==> config.mk <==
export PLATFORM = sky130hd
export DESIGN_NAME = cpu
export DESIGN_NICKNAME = d
export VERILOG_FILES = /design/src/rtl/cpu_pkg.sv /design/src/rtl/dp_ctrl_if.sv /design/src/rtl/cpu.sv /design/src/rtl/cpu_controller.sv /design/src/rtl/datapath.sv /design/src/rtl/inst_decoder.sv /design/src/rtl/pc_unit.sv
export VERILOG_INCLUDE_DIRS = /design/src /design/src/rtl
export SDC_FILE = /design/constraint.sdc
export NUM_CORES = 1
export LEC_CHECK = 0
export ABC_CLOCK_PERIOD_IN_PS = 5300
export BUFFER_PORTS_ARGS = -buffer_cell sky130_fd_sc_hd__buf_2
export CORE_ASPECT_RATIO = 1.2
export CORE_MARGIN = 1.5
export CORE_UTILIZATION = 30
export DETAILED_ROUTE_END_ITERATION = 8
export PLACE_DENSITY_LB_ADDON = 0.2
export RECOVER_POWER = 100
export SLEW_MARGIN = 10
export SYNTH_ARGS = -nofsm -noshare
export SYNTH_HDL_FRONTEND = slang
export SYNTH_SLANG_ARGS = --single-unit
==> constraint.sdc <==
create_clock -name clk -period 5.3 [get_ports clk]
set_input_delay 1.06 -clock clk [delete_from_list [all_inputs] [get_ports clk]]
set_output_delay 1.06 -clock clk [all_outputs]
set_load 0.02 [all_outputs]
==> src/rtl/cpu_defs.svh <==
`ifndef CPU_DEFS_SVH
`define CPU_DEFS_SVH

// data and instruction word width
`define WORD_WIDTH 16

// memory and program counter address width
`define ADDR_WIDTH 9

// number of general registers
`define REG_COUNT 8

// address of the first fetch
`define RESET_PC 0

`endif

==> src/rtl/cpu_pkg.sv <==
`include "cpu_defs.svh"

package cpu_pkg;

    typedef logic [`WORD_WIDTH-1:0] word_t;
    typedef logic [`ADDR_WIDTH-1:0] mem_addr_t;
    typedef logic [$clog2(`REG_COUNT)-1:0] reg_num_t;

    typedef enum logic [1:0] {
        MEM_NONE  = 2'b00,
        MEM_WRITE = 2'b01,
        MEM_READ  = 2'b10
    } mem_cmd_e;

    typedef enum logic [2:0] {
        OP_BRANCH = 3'b001,
        OP_LOAD   = 3'b011,
        OP_STORE  = 3'b100,
        OP_ALU    = 3'b101,
        OP_MOVE   = 3'b110,
        OP_HALT   = 3'b111
    } opcode_e;

    // which instruction field names the register
    typedef enum logic [1:0] {
        SEL_RN,
        SEL_RD,
        SEL_RM
    } reg_sel_e;

    // register file write source
    typedef enum logic [1:0] {
        VSEL_ALU,
        VSEL_IMM,
        VSEL_MEM
    } vsel_e;

    typedef struct packed {
        logic n;
        logic v;
        logic z;
    } status_t;

    typedef struct packed {
        logic [2:0] opcode;
        logic [1:0] op;
        reg_num_t   rn;
        reg_num_t   rd;
        logic [1:0] shift;
        reg_num_t   rm;
    } inst_reg_t;

    // rn doubles as the branch condition
    typedef struct packed {
        logic [2:0] opcode;
        logic [1:0] op;
        reg_num_t   rn;
        logic [7:0] imm8;
    } inst_imm_t;

    typedef union packed {
        inst_reg_t r;
        inst_imm_t i;
    } inst_word_t;

endpackage

==> src/rtl/dp_ctrl_if.sv <==
`timescale 1ns/1ps

interface dp_ctrl_if;
    import cpu_pkg::*;

    logic     load_a;
    logic     load_b;
    logic     load_c;
    logic     load_status;
    logic     a_sel;
    logic     b_sel;
    logic     reg_write;
    vsel_e    vsel;
    reg_sel_e reg_sel;

    modport controller (
        output load_a, load_b, load_c, load_status, a_sel, b_sel, reg_write, vsel, reg_sel
    );

    modport datapath (
        input load_a, load_b, load_c, load_status, a_sel, b_sel, reg_write, vsel
    );

    modport decoder (
        input reg_sel
    );

endinterface

==> src/rtl/cpu.sv <==
`timescale 1ns/1ps

module cpu (
    input  logic               clk,
    input  logic               reset,
    input  cpu_pkg::word_t     read_data,
    output cpu_pkg::mem_cmd_e  mem_cmd,
    output cpu_pkg::mem_addr_t mem_addr,
    output cpu_pkg::word_t     write_data,
    output logic               n,
    output logic               v,
    output logic               z,
    output logic               halted
);
    import cpu_pkg::*;

    opcode_e    opcode;
    logic [1:0] op;
    logic [2:0] cond;
    logic [1:0] alu_op;
    logic [1:0] shift;
    word_t      sximm8;
    word_t      sximm5;
    word_t      c_out;
    reg_num_t   reg_num;
    status_t    status;
    logic       load_ir;
    logic       load_pc;
    logic       take_branch;
    logic       load_addr;
    logic       addr_sel;

    dp_ctrl_if ctrl_bus ();

    inst_decoder u_decoder (
        .clk       (clk),
        .reset     (reset),
        .load_ir   (load_ir),
        .read_data (read_data),
        .ctrl      (ctrl_bus.decoder),
        .opcode    (opcode),
        .op        (op),
        .cond      (cond),
        .alu_op    (alu_op),
        .shift     (shift),
        .sximm8    (sximm8),
        .sximm5    (sximm5),
        .reg_num   (reg_num)
    );

    datapath u_datapath (
        .clk       (clk),
        .reset     (reset),
        .ctrl      (ctrl_bus.datapath),
        .reg_num   (reg_num),
        .alu_op    (alu_op),
        .shift     (shift),
        .sximm8    (sximm8),
        .sximm5    (sximm5),
        .read_data (read_data),
        .c_out     (c_out),
        .status    (status)
    );

    pc_unit u_pc_unit (
        .clk         (clk),
        .reset       (reset),
        .load_pc     (load_pc),
        .take_branch (take_branch),
        .load_addr   (load_addr),
        .addr_sel    (addr_sel),
        .sximm8      (sximm8),
        .c_out       (c_out),
        .mem_addr    (mem_addr)
    );

    cpu_controller u_controller (
        .clk         (clk),
        .reset       (reset),
        .opcode      (opcode),
        .op          (op),
        .cond        (cond),
        .status      (status),
        .ctrl        (ctrl_bus.controller),
        .load_ir     (load_ir),
        .load_pc     (load_pc),
        .take_branch (take_branch),
        .load_addr   (load_addr),
        .addr_sel    (addr_sel),
        .mem_cmd     (mem_cmd),
        .halted      (halted)
    );

    // store data always comes from C
    assign write_data = c_out;
    assign n          = status.n;
    assign v          = status.v;
    assign z          = status.z;

endmodule

==> src/rtl/cpu_controller.sv <==
`timescale 1ns/1ps

module cpu_controller (
    input  logic              clk,
    input  logic              reset,
    input  cpu_pkg::opcode_e  opcode,
    input  logic [1:0]        op,
    input  logic [2:0]        cond,
    input  cpu_pkg::status_t  status,
    dp_ctrl_if.controller     ctrl,
    output logic              load_ir,
    output logic              load_pc,
    output logic              take_branch,
    output logic              load_addr,
    output logic              addr_sel,
    output cpu_pkg::mem_cmd_e mem_cmd,
    output logic              halted
);
    import cpu_pkg::*;

    typedef enum logic [4:0] {
        S_RESET,
        S_IF1,
        S_IF2,
        S_UPDATE_PC,
        S_DECODE,
        S_WRITE_IMM,
        S_BRANCH,
        S_HALT,
        S_GET_A,
        S_GET_B,
        S_ALU,
        S_WRITE_REG,
        S_ADDR_CALC,
        S_LOAD_ADDR,
        S_MEM_RD,
        S_MEM_WB,
        S_STR_DATA,
        S_STR_PASS,
        S_STR_SETUP,
        S_STR_WRITE
    } state_e;

    state_e state;
    state_e next_state;
    logic   is_cmp;
    logic   cond_true;

    assign is_cmp = (opcode == OP_ALU) && (op == 2'b01);

    always_comb begin
        case (cond)
            3'b000:  cond_true = 1'b1;
            3'b001:  cond_true = status.z;
            3'b010:  cond_true = !status.z;
            3'b011:  cond_true = (status.n != status.v);
            3'b100:  cond_true = (status.n != status.v) || status.z;
            default: cond_true = 1'b0;
        endcase
    end

    always_ff @(posedge clk) begin
        if (reset) begin
            state <= S_RESET;
        end else begin
            state <= next_state;
        end
    end

    always_comb begin
        next_state = state;
        case (state)
            S_RESET:     next_state = S_IF1;
            S_IF1:       next_state = S_IF2;
            S_IF2:       next_state = S_UPDATE_PC;
            S_UPDATE_PC: next_state = S_DECODE;
            S_DECODE: begin
                next_state = S_HALT;
                case (opcode)
                    OP_MOVE: begin
                        if (op == 2'b10) begin
                            next_state = S_WRITE_IMM;
                        end else if (op == 2'b00) begin
                            next_state = S_GET_A;
                        end
                    end
                    OP_ALU: next_state = S_GET_A;
                    OP_LOAD, OP_STORE, OP_BRANCH: begin
                        if (op == 2'b00) begin
                            next_state = (opcode == OP_BRANCH) ? S_BRANCH : S_GET_A;
                        end
                    end
                    default: next_state = S_HALT;
                endcase
            end
            S_WRITE_IMM: next_state = S_IF1;
            S_BRANCH:    next_state = S_IF1;
            S_HALT:      next_state = S_HALT;
            S_GET_A: begin
                if (opcode == OP_LOAD || opcode == OP_STORE) begin
                    next_state = S_ADDR_CALC;
                end else begin
                    next_state = S_GET_B;
                end
            end
            S_GET_B:     next_state = S_ALU;
            S_ALU:       next_state = S_WRITE_REG;
            S_WRITE_REG: next_state = S_IF1;
            S_ADDR_CALC: next_state = S_LOAD_ADDR;
            S_LOAD_ADDR: next_state = (opcode == OP_LOAD) ? S_MEM_RD : S_STR_DATA;
            S_MEM_RD:    next_state = S_MEM_WB;
            S_MEM_WB:    next_state = S_IF1;
            S_STR_DATA:  next_state = S_STR_PASS;
            S_STR_PASS:  next_state = S_STR_SETUP;
            S_STR_SETUP: next_state = S_STR_WRITE;
            S_STR_WRITE: next_state = S_IF1;
            default:     next_state = S_RESET;
        endcase
    end

    always_comb begin
        ctrl.load_a      = 1'b0;
        ctrl.load_b      = 1'b0;
        ctrl.load_c      = 1'b0;
        ctrl.load_status = 1'b0;
        ctrl.a_sel       = 1'b0;
        ctrl.b_sel       = 1'b0;
        ctrl.reg_write   = 1'b0;
        ctrl.vsel        = VSEL_ALU;
        ctrl.reg_sel     = SEL_RN;
        load_ir          = 1'b0;
        load_pc          = 1'b0;
        take_branch      = 1'b0;
        load_addr        = 1'b0;
        addr_sel         = 1'b1;
        mem_cmd          = MEM_NONE;
        halted           = 1'b0;
        case (state)
            S_IF1: mem_cmd = MEM_READ;
            S_IF2: begin
                mem_cmd = MEM_READ;
                load_ir = 1'b1;
            end
            S_UPDATE_PC: load_pc = 1'b1;
            S_WRITE_IMM: begin
                ctrl.vsel      = VSEL_IMM;
                ctrl.reg_write = 1'b1;
            end
            S_BRANCH: take_branch = cond_true;
            S_HALT:   halted = 1'b1;
            S_GET_A:  ctrl.load_a = 1'b1;
            S_GET_B: begin
                ctrl.reg_sel = SEL_RM;
                ctrl.load_b  = 1'b1;
            end
            S_ALU: begin
                // mov ignores rn, so A is forced to zero
                ctrl.a_sel       = (opcode == OP_MOVE);
                ctrl.load_c      = !is_cmp;
                ctrl.load_status = is_cmp;
            end
            S_WRITE_REG: begin
                ctrl.reg_sel   = SEL_RD;
                ctrl.reg_write = !is_cmp;
            end
            S_ADDR_CALC: begin
                ctrl.b_sel  = 1'b1;
                ctrl.load_c = 1'b1;
            end
            S_LOAD_ADDR: load_addr = 1'b1;
            S_MEM_RD: begin
                addr_sel = 1'b0;
                mem_cmd  = MEM_READ;
            end
            S_MEM_WB: begin
                addr_sel       = 1'b0;
                mem_cmd        = MEM_READ;
                ctrl.reg_sel   = SEL_RD;
                ctrl.vsel      = VSEL_MEM;
                ctrl.reg_write = 1'b1;
            end
            S_STR_DATA: begin
                ctrl.reg_sel = SEL_RD;
                ctrl.load_b  = 1'b1;
            end
            S_STR_PASS: begin
                ctrl.a_sel  = 1'b1;
                ctrl.load_c = 1'b1;
            end
            S_STR_SETUP: addr_sel = 1'b0;
            S_STR_WRITE: begin
                addr_sel = 1'b0;
                mem_cmd  = MEM_WRITE;
            end
            default: begin
            end
        endcase
    end

endmodule

==> src/rtl/datapath.sv <==
`timescale 1ns/1ps
`include "cpu_defs.svh"

module datapath (
    input  logic              clk,
    input  logic              reset,
    dp_ctrl_if.datapath       ctrl,
    input  cpu_pkg::reg_num_t reg_num,
    input  logic [1:0]        alu_op,
    input  logic [1:0]        shift,
    input  cpu_pkg::word_t    sximm8,
    input  cpu_pkg::word_t    sximm5,
    input  cpu_pkg::word_t    read_data,
    output cpu_pkg::word_t    c_out,
    output cpu_pkg::status_t  status
);
    import cpu_pkg::*;

    localparam int MSB = `WORD_WIDTH - 1;

    word_t   regs [`REG_COUNT];
    word_t   a_reg;
    word_t   b_reg;
    word_t   c_reg;
    word_t   read_value;
    word_t   write_value;
    word_t   shifted_b;
    word_t   alu_a;
    word_t   alu_b;
    word_t   alu_result;
    word_t   diff;
    status_t next_status;

    assign read_value = regs[reg_num];

    always_comb begin
        case (ctrl.vsel)
            VSEL_IMM: write_value = sximm8;
            VSEL_MEM: write_value = read_data;
            default:  write_value = c_reg;
        endcase
    end

    always_comb begin
        case (shift)
            2'b01:   shifted_b = {b_reg[MSB-1:0], 1'b0};
            2'b10:   shifted_b = {1'b0, b_reg[MSB:1]};
            2'b11:   shifted_b = {b_reg[MSB], b_reg[MSB:1]};
            default: shifted_b = b_reg;
        endcase
    end

    assign alu_a = ctrl.a_sel ? '0 : a_reg;
    assign alu_b = ctrl.b_sel ? sximm5 : shifted_b;
    assign diff  = alu_a - alu_b;

    always_comb begin
        case (alu_op)
            2'b00:   alu_result = alu_a + alu_b;
            2'b01:   alu_result = diff;
            2'b10:   alu_result = alu_a & alu_b;
            default: alu_result = ~alu_b;
        endcase
    end

    // flags come from the subtraction only
    assign next_status.n = diff[MSB];
    assign next_status.z = (diff == '0);
    assign next_status.v = (alu_a[MSB] != alu_b[MSB]) && (diff[MSB] != alu_a[MSB]);

    always_ff @(posedge clk) begin
        if (ctrl.reg_write) begin
            regs[reg_num] <= write_value;
        end
        if (ctrl.load_a) begin
            a_reg <= read_value;
        end
        if (ctrl.load_b) begin
            b_reg <= read_value;
        end
        if (ctrl.load_c) begin
            c_reg <= alu_result;
        end
    end

    always_ff @(posedge clk) begin
        if (reset) begin
            status <= '0;
        end else if (ctrl.load_status) begin
            status <= next_status;
        end
    end

    assign c_out = c_reg;

endmodule

==> src/rtl/inst_decoder.sv <==
`timescale 1ns/1ps
`include "cpu_defs.svh"

module inst_decoder (
    input  logic              clk,
    input  logic              reset,
    input  logic              load_ir,
    input  cpu_pkg::word_t    read_data,
    dp_ctrl_if.decoder        ctrl,
    output cpu_pkg::opcode_e  opcode,
    output logic [1:0]        op,
    output logic [2:0]        cond,
    output logic [1:0]        alu_op,
    output logic [1:0]        shift,
    output cpu_pkg::word_t    sximm8,
    output cpu_pkg::word_t    sximm5,
    output cpu_pkg::reg_num_t reg_num
);
    import cpu_pkg::*;

    inst_word_t ir;
    logic [4:0] imm5;
    logic       shift_form;

    always_ff @(posedge clk) begin
        if (reset) begin
            ir <= '0;
        end else if (load_ir) begin
            ir <= read_data;
        end
    end

    assign opcode = opcode_e'(ir.r.opcode);
    assign op     = ir.r.op;
    assign cond   = ir.i.rn;

    // mov forms always pass through the adder
    assign alu_op = (opcode == OP_MOVE) ? 2'b00 : ir.r.op;

    // only register-form mov and alu instructions carry a shift
    assign shift_form = (opcode == OP_ALU) || (opcode == OP_MOVE && ir.r.op == 2'b00);
    assign shift      = shift_form ? ir.r.shift : 2'b00;

    // imm5 overlays the shift and rm fields
    assign imm5   = {ir.r.shift, ir.r.rm};
    assign sximm8 = {{(`WORD_WIDTH-8){ir.i.imm8[7]}}, ir.i.imm8};
    assign sximm5 = {{(`WORD_WIDTH-5){imm5[4]}}, imm5};

    always_comb begin
        case (ctrl.reg_sel)
            SEL_RD:  reg_num = ir.r.rd;
            SEL_RM:  reg_num = ir.r.rm;
            default: reg_num = ir.r.rn;
        endcase
    end

endmodule

==> src/rtl/pc_unit.sv <==
`timescale 1ns/1ps
`include "cpu_defs.svh"

module pc_unit (
    input  logic               clk,
    input  logic               reset,
    input  logic               load_pc,
    input  logic               take_branch,
    input  logic               load_addr,
    input  logic               addr_sel,
    input  cpu_pkg::word_t     sximm8,
    input  cpu_pkg::word_t     c_out,
    output cpu_pkg::mem_addr_t mem_addr
);
    import cpu_pkg::*;

    mem_addr_t pc;
    mem_addr_t next_pc;
    mem_addr_t data_addr;

    // branch offset is relative to the already incremented pc
    always_comb begin
        next_pc = pc;
        if (take_branch) begin
            next_pc = pc + sximm8[`ADDR_WIDTH-1:0];
        end else if (load_pc) begin
            next_pc = pc + mem_addr_t'(1);
        end
    end

    always_ff @(posedge clk) begin
        if (reset) begin
            pc <= mem_addr_t'(`RESET_PC);
        end else begin
            pc <= next_pc;
        end
    end

    always_ff @(posedge clk) begin
        if (load_addr) begin
            data_addr <= c_out[`ADDR_WIDTH-1:0];
        end
    end

    assign mem_addr = addr_sel ? pc : data_addr;

endmodule

==> results.md, run 1 <==
- CTS resizes: 0
- Clock tree buffer depth: 3
- Worst path slowest cell: o21a_1
- Instance count on the critical path: 13
- HP Class: reg2reg
- Status: finished with violations
- Routed Antenna Nets: 0
- Worst Path Arrival: about 5.0 ns
- Fin nets: 1238
- Minimum clock period: 4.73 ns
- Ant diodes: 0
- Port Buffers: 48
- Htree depth: 1
- Most frequent CP cell: o21ai_0
- Ys flop type: edfxtp_1
- R2R Setup Slk: 0.57 ns
- Synthesized area: 0.0119 mm^2
- CTS Sinks: roughly 220
- Syn_area_per_cell: 10.5 um^2
- Post-route setup TNS: 0 ns
- EDFF count, synth: around 190
- Required time of the critical path: 5.57 ns
- FFs w/ async S/R, synth: 0%
- Clk root buf: clkbuf_16
- Placed insts: 1672
- CTS tree: yes
- Hold Crit Depth: 2
- Mapped Nets: between 1000 and 1500
- Remaining DRCs: 0
- Yosys warning total: 0
- Kind of end point of the critical path: flop
- Initial DRC Count: between 700 and 800
- I/O pins: 49
- Sequential group share of total power: 44.2%
- Synth-to-Final Area Change: 13.5%
- Pwr Density: 336 mW/mm^2
- RSZ-0062 raised after global routing: false
- Vias in the first global route: 8754
- Largest register by flop count: u_datapath.regs
- Synth top area share: 46.9%
- Max-cap viol count: 2
- Die area: about 0.04 mm^2
- Reg2Reg Depth: 13
- Routed WL: 35.6 mm
- Period utilization: 89.3%
- Final hold violation count: 0
- Crit-path cells: nor4b_1 -> o21a_1 -> clkbuf_1 -> a21oi_1 -> o22ai_1 -> ha_1 -> inv_1 -> a2111o_1 -> o21ai_0 -> o21ai_0 -> xnor2_1 -> mux2i_1 -> a221oi_1
- Pin slew with the least headroom to its limit: 1.77 ns
- Max-slew headroom: -18.5%
- Cell taking the most area after synthesis: edfxtp_1
- Clock-pin slew on the worst setup and hold paths: 0.06 ns
- Comb pwr share: 17.6%
- Final Max Tran Viols: 45
- Gpl congestion: 0.892
- Max Freq: 211 MHz
- Number of flip-flops in the largest register: 128
- Vias per cell: 5.26
- Worst-Skew Late Latency: 0.53 ns
- Clk_skew: 0.0129 ns
- Seq/Total Area, Yosys: 52.4%
- Drt wl/cell: 20.8 um
- Post-synthesis register bit count: 218
- Die X: 184 um
- Power Total: 4.52 mW
- Largest net degree at the start of global routing: 36
- Crit path largest cell delay: 0.56 ns
- Num CTS Buffers: 25
- Post-CTS setup buffers: 0
- DR vias: between 9000 and 10000
- Crit path kind: reg2reg
- Crit path buffers/inverters: 2
- Switching share of power: 27.9%
- Leakage: between 4 and 5 nW
- Drt pass-1 iters: 7
- Initial antenna violation count: 0
- Fin cells: 1713
- Largest delay contributor family on the critical path: compound AO/OA/AOI/OAI gates
- Overflow left after global routing: 0
- # setup viols final: 0
- Failing checks: capacitance limit, slew limit
- Worst setup SP type: flop
- Core Region: roughly 0.04 mm^2
- Peak supply drop: between 0.2 and 0.25 mV
- Worst-path fanout max: 16
- Synth unique cells: 73
- Row count: 79
- Height of the die: 221 um
- Post-Synthesis Cells: 1134
- Total global-route track usage: 17.6%
- Top cells by area, synth: edfxtp_1 47%, dfxtp_1 5.6%, ha_1 4.6%
- Dpl hpwl: 25.7 mm
- Internal power: 3.26 mW
- Psw: 1.26 mW
- Initial Utilization: 30.5%
- Clock power frac: 38.2%
- Hold buffers post-CTS: 0
- Global-route wire length before repair: approximately 54 mm
- Share of cells above drive strength 1: under 10%
## cell families (layout without fill, tap and decap cells)
kind of cell               count (synthesis)  in the layout  share of synthesized area [%]
and+or+nand+nor                          345            345                           14.3
xor gates and xnor gates                  31             31                           2.29
buffers and inverters                    117            170                           3.92
adders and majority gates                 47             47                           5.15
AOI/OAI and AO/OA                        343            343                           18.8
DFF                                      218            218                           52.4
muxes                                     33             33                           3.04
## per-layer routing
metal / vias up / track usage [%] / share of wire [%]
met1: 4399 / 22.7 / 44
met2: 238 / 30.8 / 49
met4: 0 / 4.95 / 2.1
met3: 53 / 2.12 / 5.0
met5: - / 0 / 0
li1: 4321 / - / -
## cell usage in the layout (no fill, tap or decap), types with 10 or more instances in the layout
cell       instances
clkbuf_16         25
nand2b_1          20
nand2_1           93
nor3_1            23
inv_1             40
nand3_1           18
mux2_2            13
buf_2             16
o21a_1            10
a22oi_1           64
nand4_1           11
ha_1              44
and2_1            11
edfxtp_1         185
a21oi_1          100
xnor2_1           23
o21ai_0           60
clkbuf_1          51
nor2b_1           37
dfxtp_1           33
o22ai_1           11
nor2_1            89
a31oi_1           18
buf_4             22
mux2i_1           18
## cell type report
class	instances	area, um^2
clock buffer	29	641
timing repair buffer	87	432
fill	3920	25400
multi-input combinational	799	5190
clock inverter	12	163
tap	526	658
inverter	42	158
sequential	218	6220
## synthesized netlist by cell type (4+ instances only)
library cell,count
a221oi_1,6
o22ai_1,11
a2bb2oi_1,6
and3_1,4
o21a_1,10
ha_1,44
a31oi_1,18
a211oi_1,8
a21o_1,8
o21bai_1,4
nand3_1,18
mux2_2,14
o21ai_1,6
and2_1,11
nor2b_1,37
nand4_1,11
buf_2,14
nor4_1,9
buf_1,4
nand2_1,93
nor3b_1,6
dfxtp_1,33
xnor2_1,23
nand2b_1,20
xor2_1,8
o21ai_0,57
a21oi_1,101
or2_2,4
nor2_1,89
o22a_1,5
edfxtp_1,185
a32oi_1,4
mux2i_1,18
clkbuf_1,56
a22oi_1,64
nor3_1,24
o221ai_1,4
inv_1,40
o31ai_1,4
## power by group through the flow
| stage | Sequential, mW | Combinational, mW | Clock, mW |
|---|---|---|---|
| 6_report | 2.00 | 0.795 | 1.73 |
| 5_1_grt | 2.00 | 0.872 | 1.83 |
| 4_1_cts | 2.00 | 0.807 | 1.77 |
| 3_5_place_dp | 2.03 | 0.804 | 0 |
| 3_3_place_gp | 2.03 | 0.805 | 0 |
| 2_1_floorplan | 2.00 | 0.559 | 0 |
## worst reg2reg max path, cell delays in order, from the launching register on
cell and delay [ns]:
dfxtp_1 0.46, nor4b_1 0.37, o21a_1 0.56, clkbuf_1 0.49, a21oi_1 0.15, o22ai_1 0.31
ha_1 0.31, inv_1 0.12, a2111o_1 0.41, o21ai_0 0.33, o21ai_0 0.16, xnor2_1 0.22
mux2i_1 0.12, a221oi_1 0.44
## through the flow
stage               hold slack (ns)  instance area, um^2  utilization [%]  setup WS [ns]
floorplan                     0.458                11900                -          0.817
global placement              0.512                12800             33.0          0.831
detailed placement            0.517                12800             33.0          0.734
CTS                           0.534                13600             35.0          0.705
global route                  0.560                13500             34.6          0.211
finish                        0.529                13500             34.6          0.566
## final timing paths
kind                                  startpoint             endpoint
worst min-delay path             u_pc_unit.pc[6]      u_pc_unit.pc[6]
worst max register to register  u_decoder.ir[14]  u_datapath.c_out[9]
worst min register to register   u_pc_unit.pc[6]      u_pc_unit.pc[6]
worst max-delay path            u_decoder.ir[14]  u_datapath.c_out[9]
Power figures use the tool's default switching activity.
==> run 2, diff against run 1 <==
--- a/config.mk
+++ b/config.mk
@@ -8,11 +8,13 @@
 export LEC_CHECK = 0
 export ABC_CLOCK_PERIOD_IN_PS = 5300
 export BUFFER_PORTS_ARGS = -buffer_cell sky130_fd_sc_hd__buf_2
+export CELL_PAD_IN_SITES_DETAIL_PLACEMENT = 1
+export CELL_PAD_IN_SITES_GLOBAL_PLACEMENT = 2
 export CORE_ASPECT_RATIO = 1.2
 export CORE_MARGIN = 1.5
 export CORE_UTILIZATION = 30
 export DETAILED_ROUTE_END_ITERATION = 8
-export PLACE_DENSITY_LB_ADDON = 0.2
+export PLACE_DENSITY_LB_ADDON = 0.1
 export RECOVER_POWER = 100
 export SLEW_MARGIN = 10
 export SYNTH_ARGS = -nofsm -noshare
==> run 2 against run 1 <==
Net effect:
- the flow still finishes with violations (capacitance limit, slew limit)
- sequential share of layout area shrank 0.33 points
- largest power group unchanged
- clock power up 4%
- non-clock buffer count grew 4
- first-iteration DRC count fell by 25%
- combinational power grew 4.4%
- cell count up 0.53%
- die area stayed put
- sequential power barely moved
==> results.md, run 2 (synthesized netlist as in run 1, its figures left out) <==
- Crit path largest cell delay: 0.69 ns (was 0.56 ns)
- HP Class: reg2reg (unchanged)
- Remaining DRCs: 0 (unchanged)
- Max-slew headroom: -23.7% (was -18.5%)
- Worst R2R Start: u_controller.state[0] (was u_decoder.ir[14])
- Period utilization: 90.3% (was 89.3%)
- Leakage: 4.65 nW (was 4.61 nW)
- Number of flip-flops in the largest register: 128 (unchanged)
- Worst path slowest cell: clkbuf_1 (was o21a_1)
- # setup viols final: 0 (unchanged)
- Row count: 79 (unchanged)
- Placed insts: 1676 (was 1672)
- Largest register by flop count: u_datapath.regs (unchanged)
- Fin nets: 1244 (was 1238)
- Height of the die: 221 um (unchanged)
- Post-route setup TNS: 0 ns (unchanged)
- Most frequent cells in the layout: 185 x edfxtp_1, 100 x a21oi_1, 93 x nand2_1 (unchanged)
- Commonest non-fill, non-tap cell in the layout: edfxtp_1 (unchanged)
- Minimum clock period: 4.79 ns (was 4.73 ns)
- Max-cap viol count: 1 (was 2)
- Die X: 184 um (unchanged)
- Clk_skew: 0.0295 ns (was 0.0129 ns)
- Initial DRC Count: 539 (was 716)
- Worst setup SP type: flop (unchanged)
- Worst Path Arrival: 4.95 ns (was 5.00 ns)
- Status: finished with violations (unchanged)
- Most frequent CP cell: clkbuf_1 (was o21ai_0)
- CTS Sinks: 218 (unchanged)
- Fillers: 4355 (was 3920)
- Power Total: 4.62 mW (was 4.52 mW)
- Overflow left after global routing: 0 (unchanged)
- Final hold violation count: 0 (unchanged)
- CTS tree: yes (unchanged)
- Port Buffers: 48 (unchanged)
- Initial antenna violation count: 1 (was 0)
- I/O pins: 49 (unchanged)
- Routed WL: 42.2 mm (was 35.6 mm)
- Fin cells: 1722 (was 1713)
- Gpl congestion: 0.854 (was 0.892)
- Pin slew with the least headroom to its limit: 1.84 ns (was 1.77 ns)
- Critical path launch point: u_controller.state[0] (was u_decoder.ir[14])
- Routed Antenna Nets: 0 (unchanged)
- Core Region: 0.0388 mm^2 (unchanged)
- Share of cells above drive strength 1: 9.79% (was 8.76%)
- Htree depth: 1 (unchanged)
- RSZ-0062 raised after global routing: false (unchanged)
- Largest net degree at the start of global routing: 36 (unchanged)
- Crit-path cells: clkbuf_1 -> nand2b_1 -> or3_1 -> ha_1 -> nor2_1 -> a21oi_2 -> buf_4 -> nor3_1 -> clkbuf_1 -> a22oi_1 -> o21ai_0 (was nor4b_1 -> o21a_1 -> clkbuf_1 -> a21oi_1 -> o22ai_1 -> ha_1 -> inv_1 -> a2111o_1 -> o21ai_0 -> o21ai_0 -> xnor2_1 -> mux2i_1 -> a221oi_1)
- Vias per cell: 5.33 (was 5.26)
- Kind of end point of the critical path: flop (unchanged)
- Pwr Density: 341 mW/mm^2 (was 336 mW/mm^2)
- Dpl hpwl: 30.6 mm (was 25.7 mm)
- Failing checks: capacitance limit, slew limit (unchanged)
- Drt wl/cell: 24.5 um (was 20.8 um)
- Vias in the first global route: 9388 (was 8754)
- Worst-path fanout max: 21 (was 16)
- Max Freq: 209 MHz (was 211 MHz)
- Total global-route track usage: 21.0% (was 17.6%)
- Die area: 0.0407 mm^2 (unchanged)
- Worst-Skew Late Latency: 0.55 ns (was 0.53 ns)
- Required time of the critical path: 5.47 ns (was 5.57 ns)
- Hold_sp: u_decoder.ir[6] (was u_pc_unit.pc[6])
- Peak supply drop: 0.204 mV (was 0.210 mV)
- DR vias: 9179 (was 9011)
- Post-CTS setup buffers: 0 (unchanged)
- Clk root buf: clkbuf_16 (unchanged)
- Crit path kind: reg2reg (unchanged)
- Placed Area: 0.0129 mm^2 (was 0.0128 mm^2)
- Initial Utilization: 30.5% (unchanged)
- Hold buffers post-CTS: 0 (unchanged)
- Clock tree buffer depth: 3 (unchanged)
- Clock-pin slew on the worst setup and hold paths: 0.06 ns (about the same)
- Synth-to-Final Area Change: 14.4% (was 13.5%)
- Final Cell Area: 0.0136 mm^2 (was 0.0135 mm^2)
- Drt pass-1 iters: 4 (was 7)
- Global-route wire length before repair: 62.4 mm (was 53.6 mm)
- Final Max Tran Viols: 12 (was 45)
- CTS resizes: 0 (unchanged)
- Num CTS Buffers: 27 (was 25)
run 2: metrics by stage:
stage / hold slack, ns / util (%) / setup slack (ns)
after floorplan: 0.458 / - / 0.817
final: 0.489 / 34.9 / 0.514
after global routing: 0.536 / 34.9 / 0.137
after CTS: 0.493 / 35.3 / 0.701
after detailed placement: 0.484 / 33.1 / 0.730
after global placement: 0.478 / 33.1 / 0.742
run 2: final timing paths:
kind                               end  slack (ns)  cells past startpoint
setup / recovery  u_datapath.b_reg[15]        0.51                     11
hold / removal         u_decoder.ir[6]        0.49                      2
setup reg to reg  u_datapath.b_reg[15]        0.51                     11
hold reg to reg        u_decoder.ir[6]        0.49                      2
run 2: final cells by class:
class                      instances  area, um^2  share of cell area (%)
antenna                            1        2.50                  0.0185
inverter                          42         158                    1.16
clock inverter                    13         154                    1.14
multi-input combinational        799        5200                    38.3
clock buffer                      32         694                    5.12
tap                              526         658                    4.85
sequential                       218        6220                    45.9
timing repair buffer              91         475                    3.51
run 2: layer usage:
metal / track usage, % / share of wire [%] / vias up
li1: - / - / 4340
met1: 27.6 / 46 / 4713
met2: 37.4 / 50 / 99
met3: 2.09 / 2.3 / 27
met4: 4.13 / 0.93 / 0
met5: 0 / 0 / -
run 2: where the power goes:
part	total (mW)	internal, mW	switching [mW]
logic	0.830	0.263	0.567
registers	2.00	1.95	0.0484
clock network	1.80	1.07	0.726
run 2: critical path: cells and delay by family, from the launching register on:
kind	cells	cell delay (ns)
buf+inv	3	1.50
compound gates	3	1.00
simple gates	4	0.91
fa+ha+maj	1	0.49
flops	1	0.46
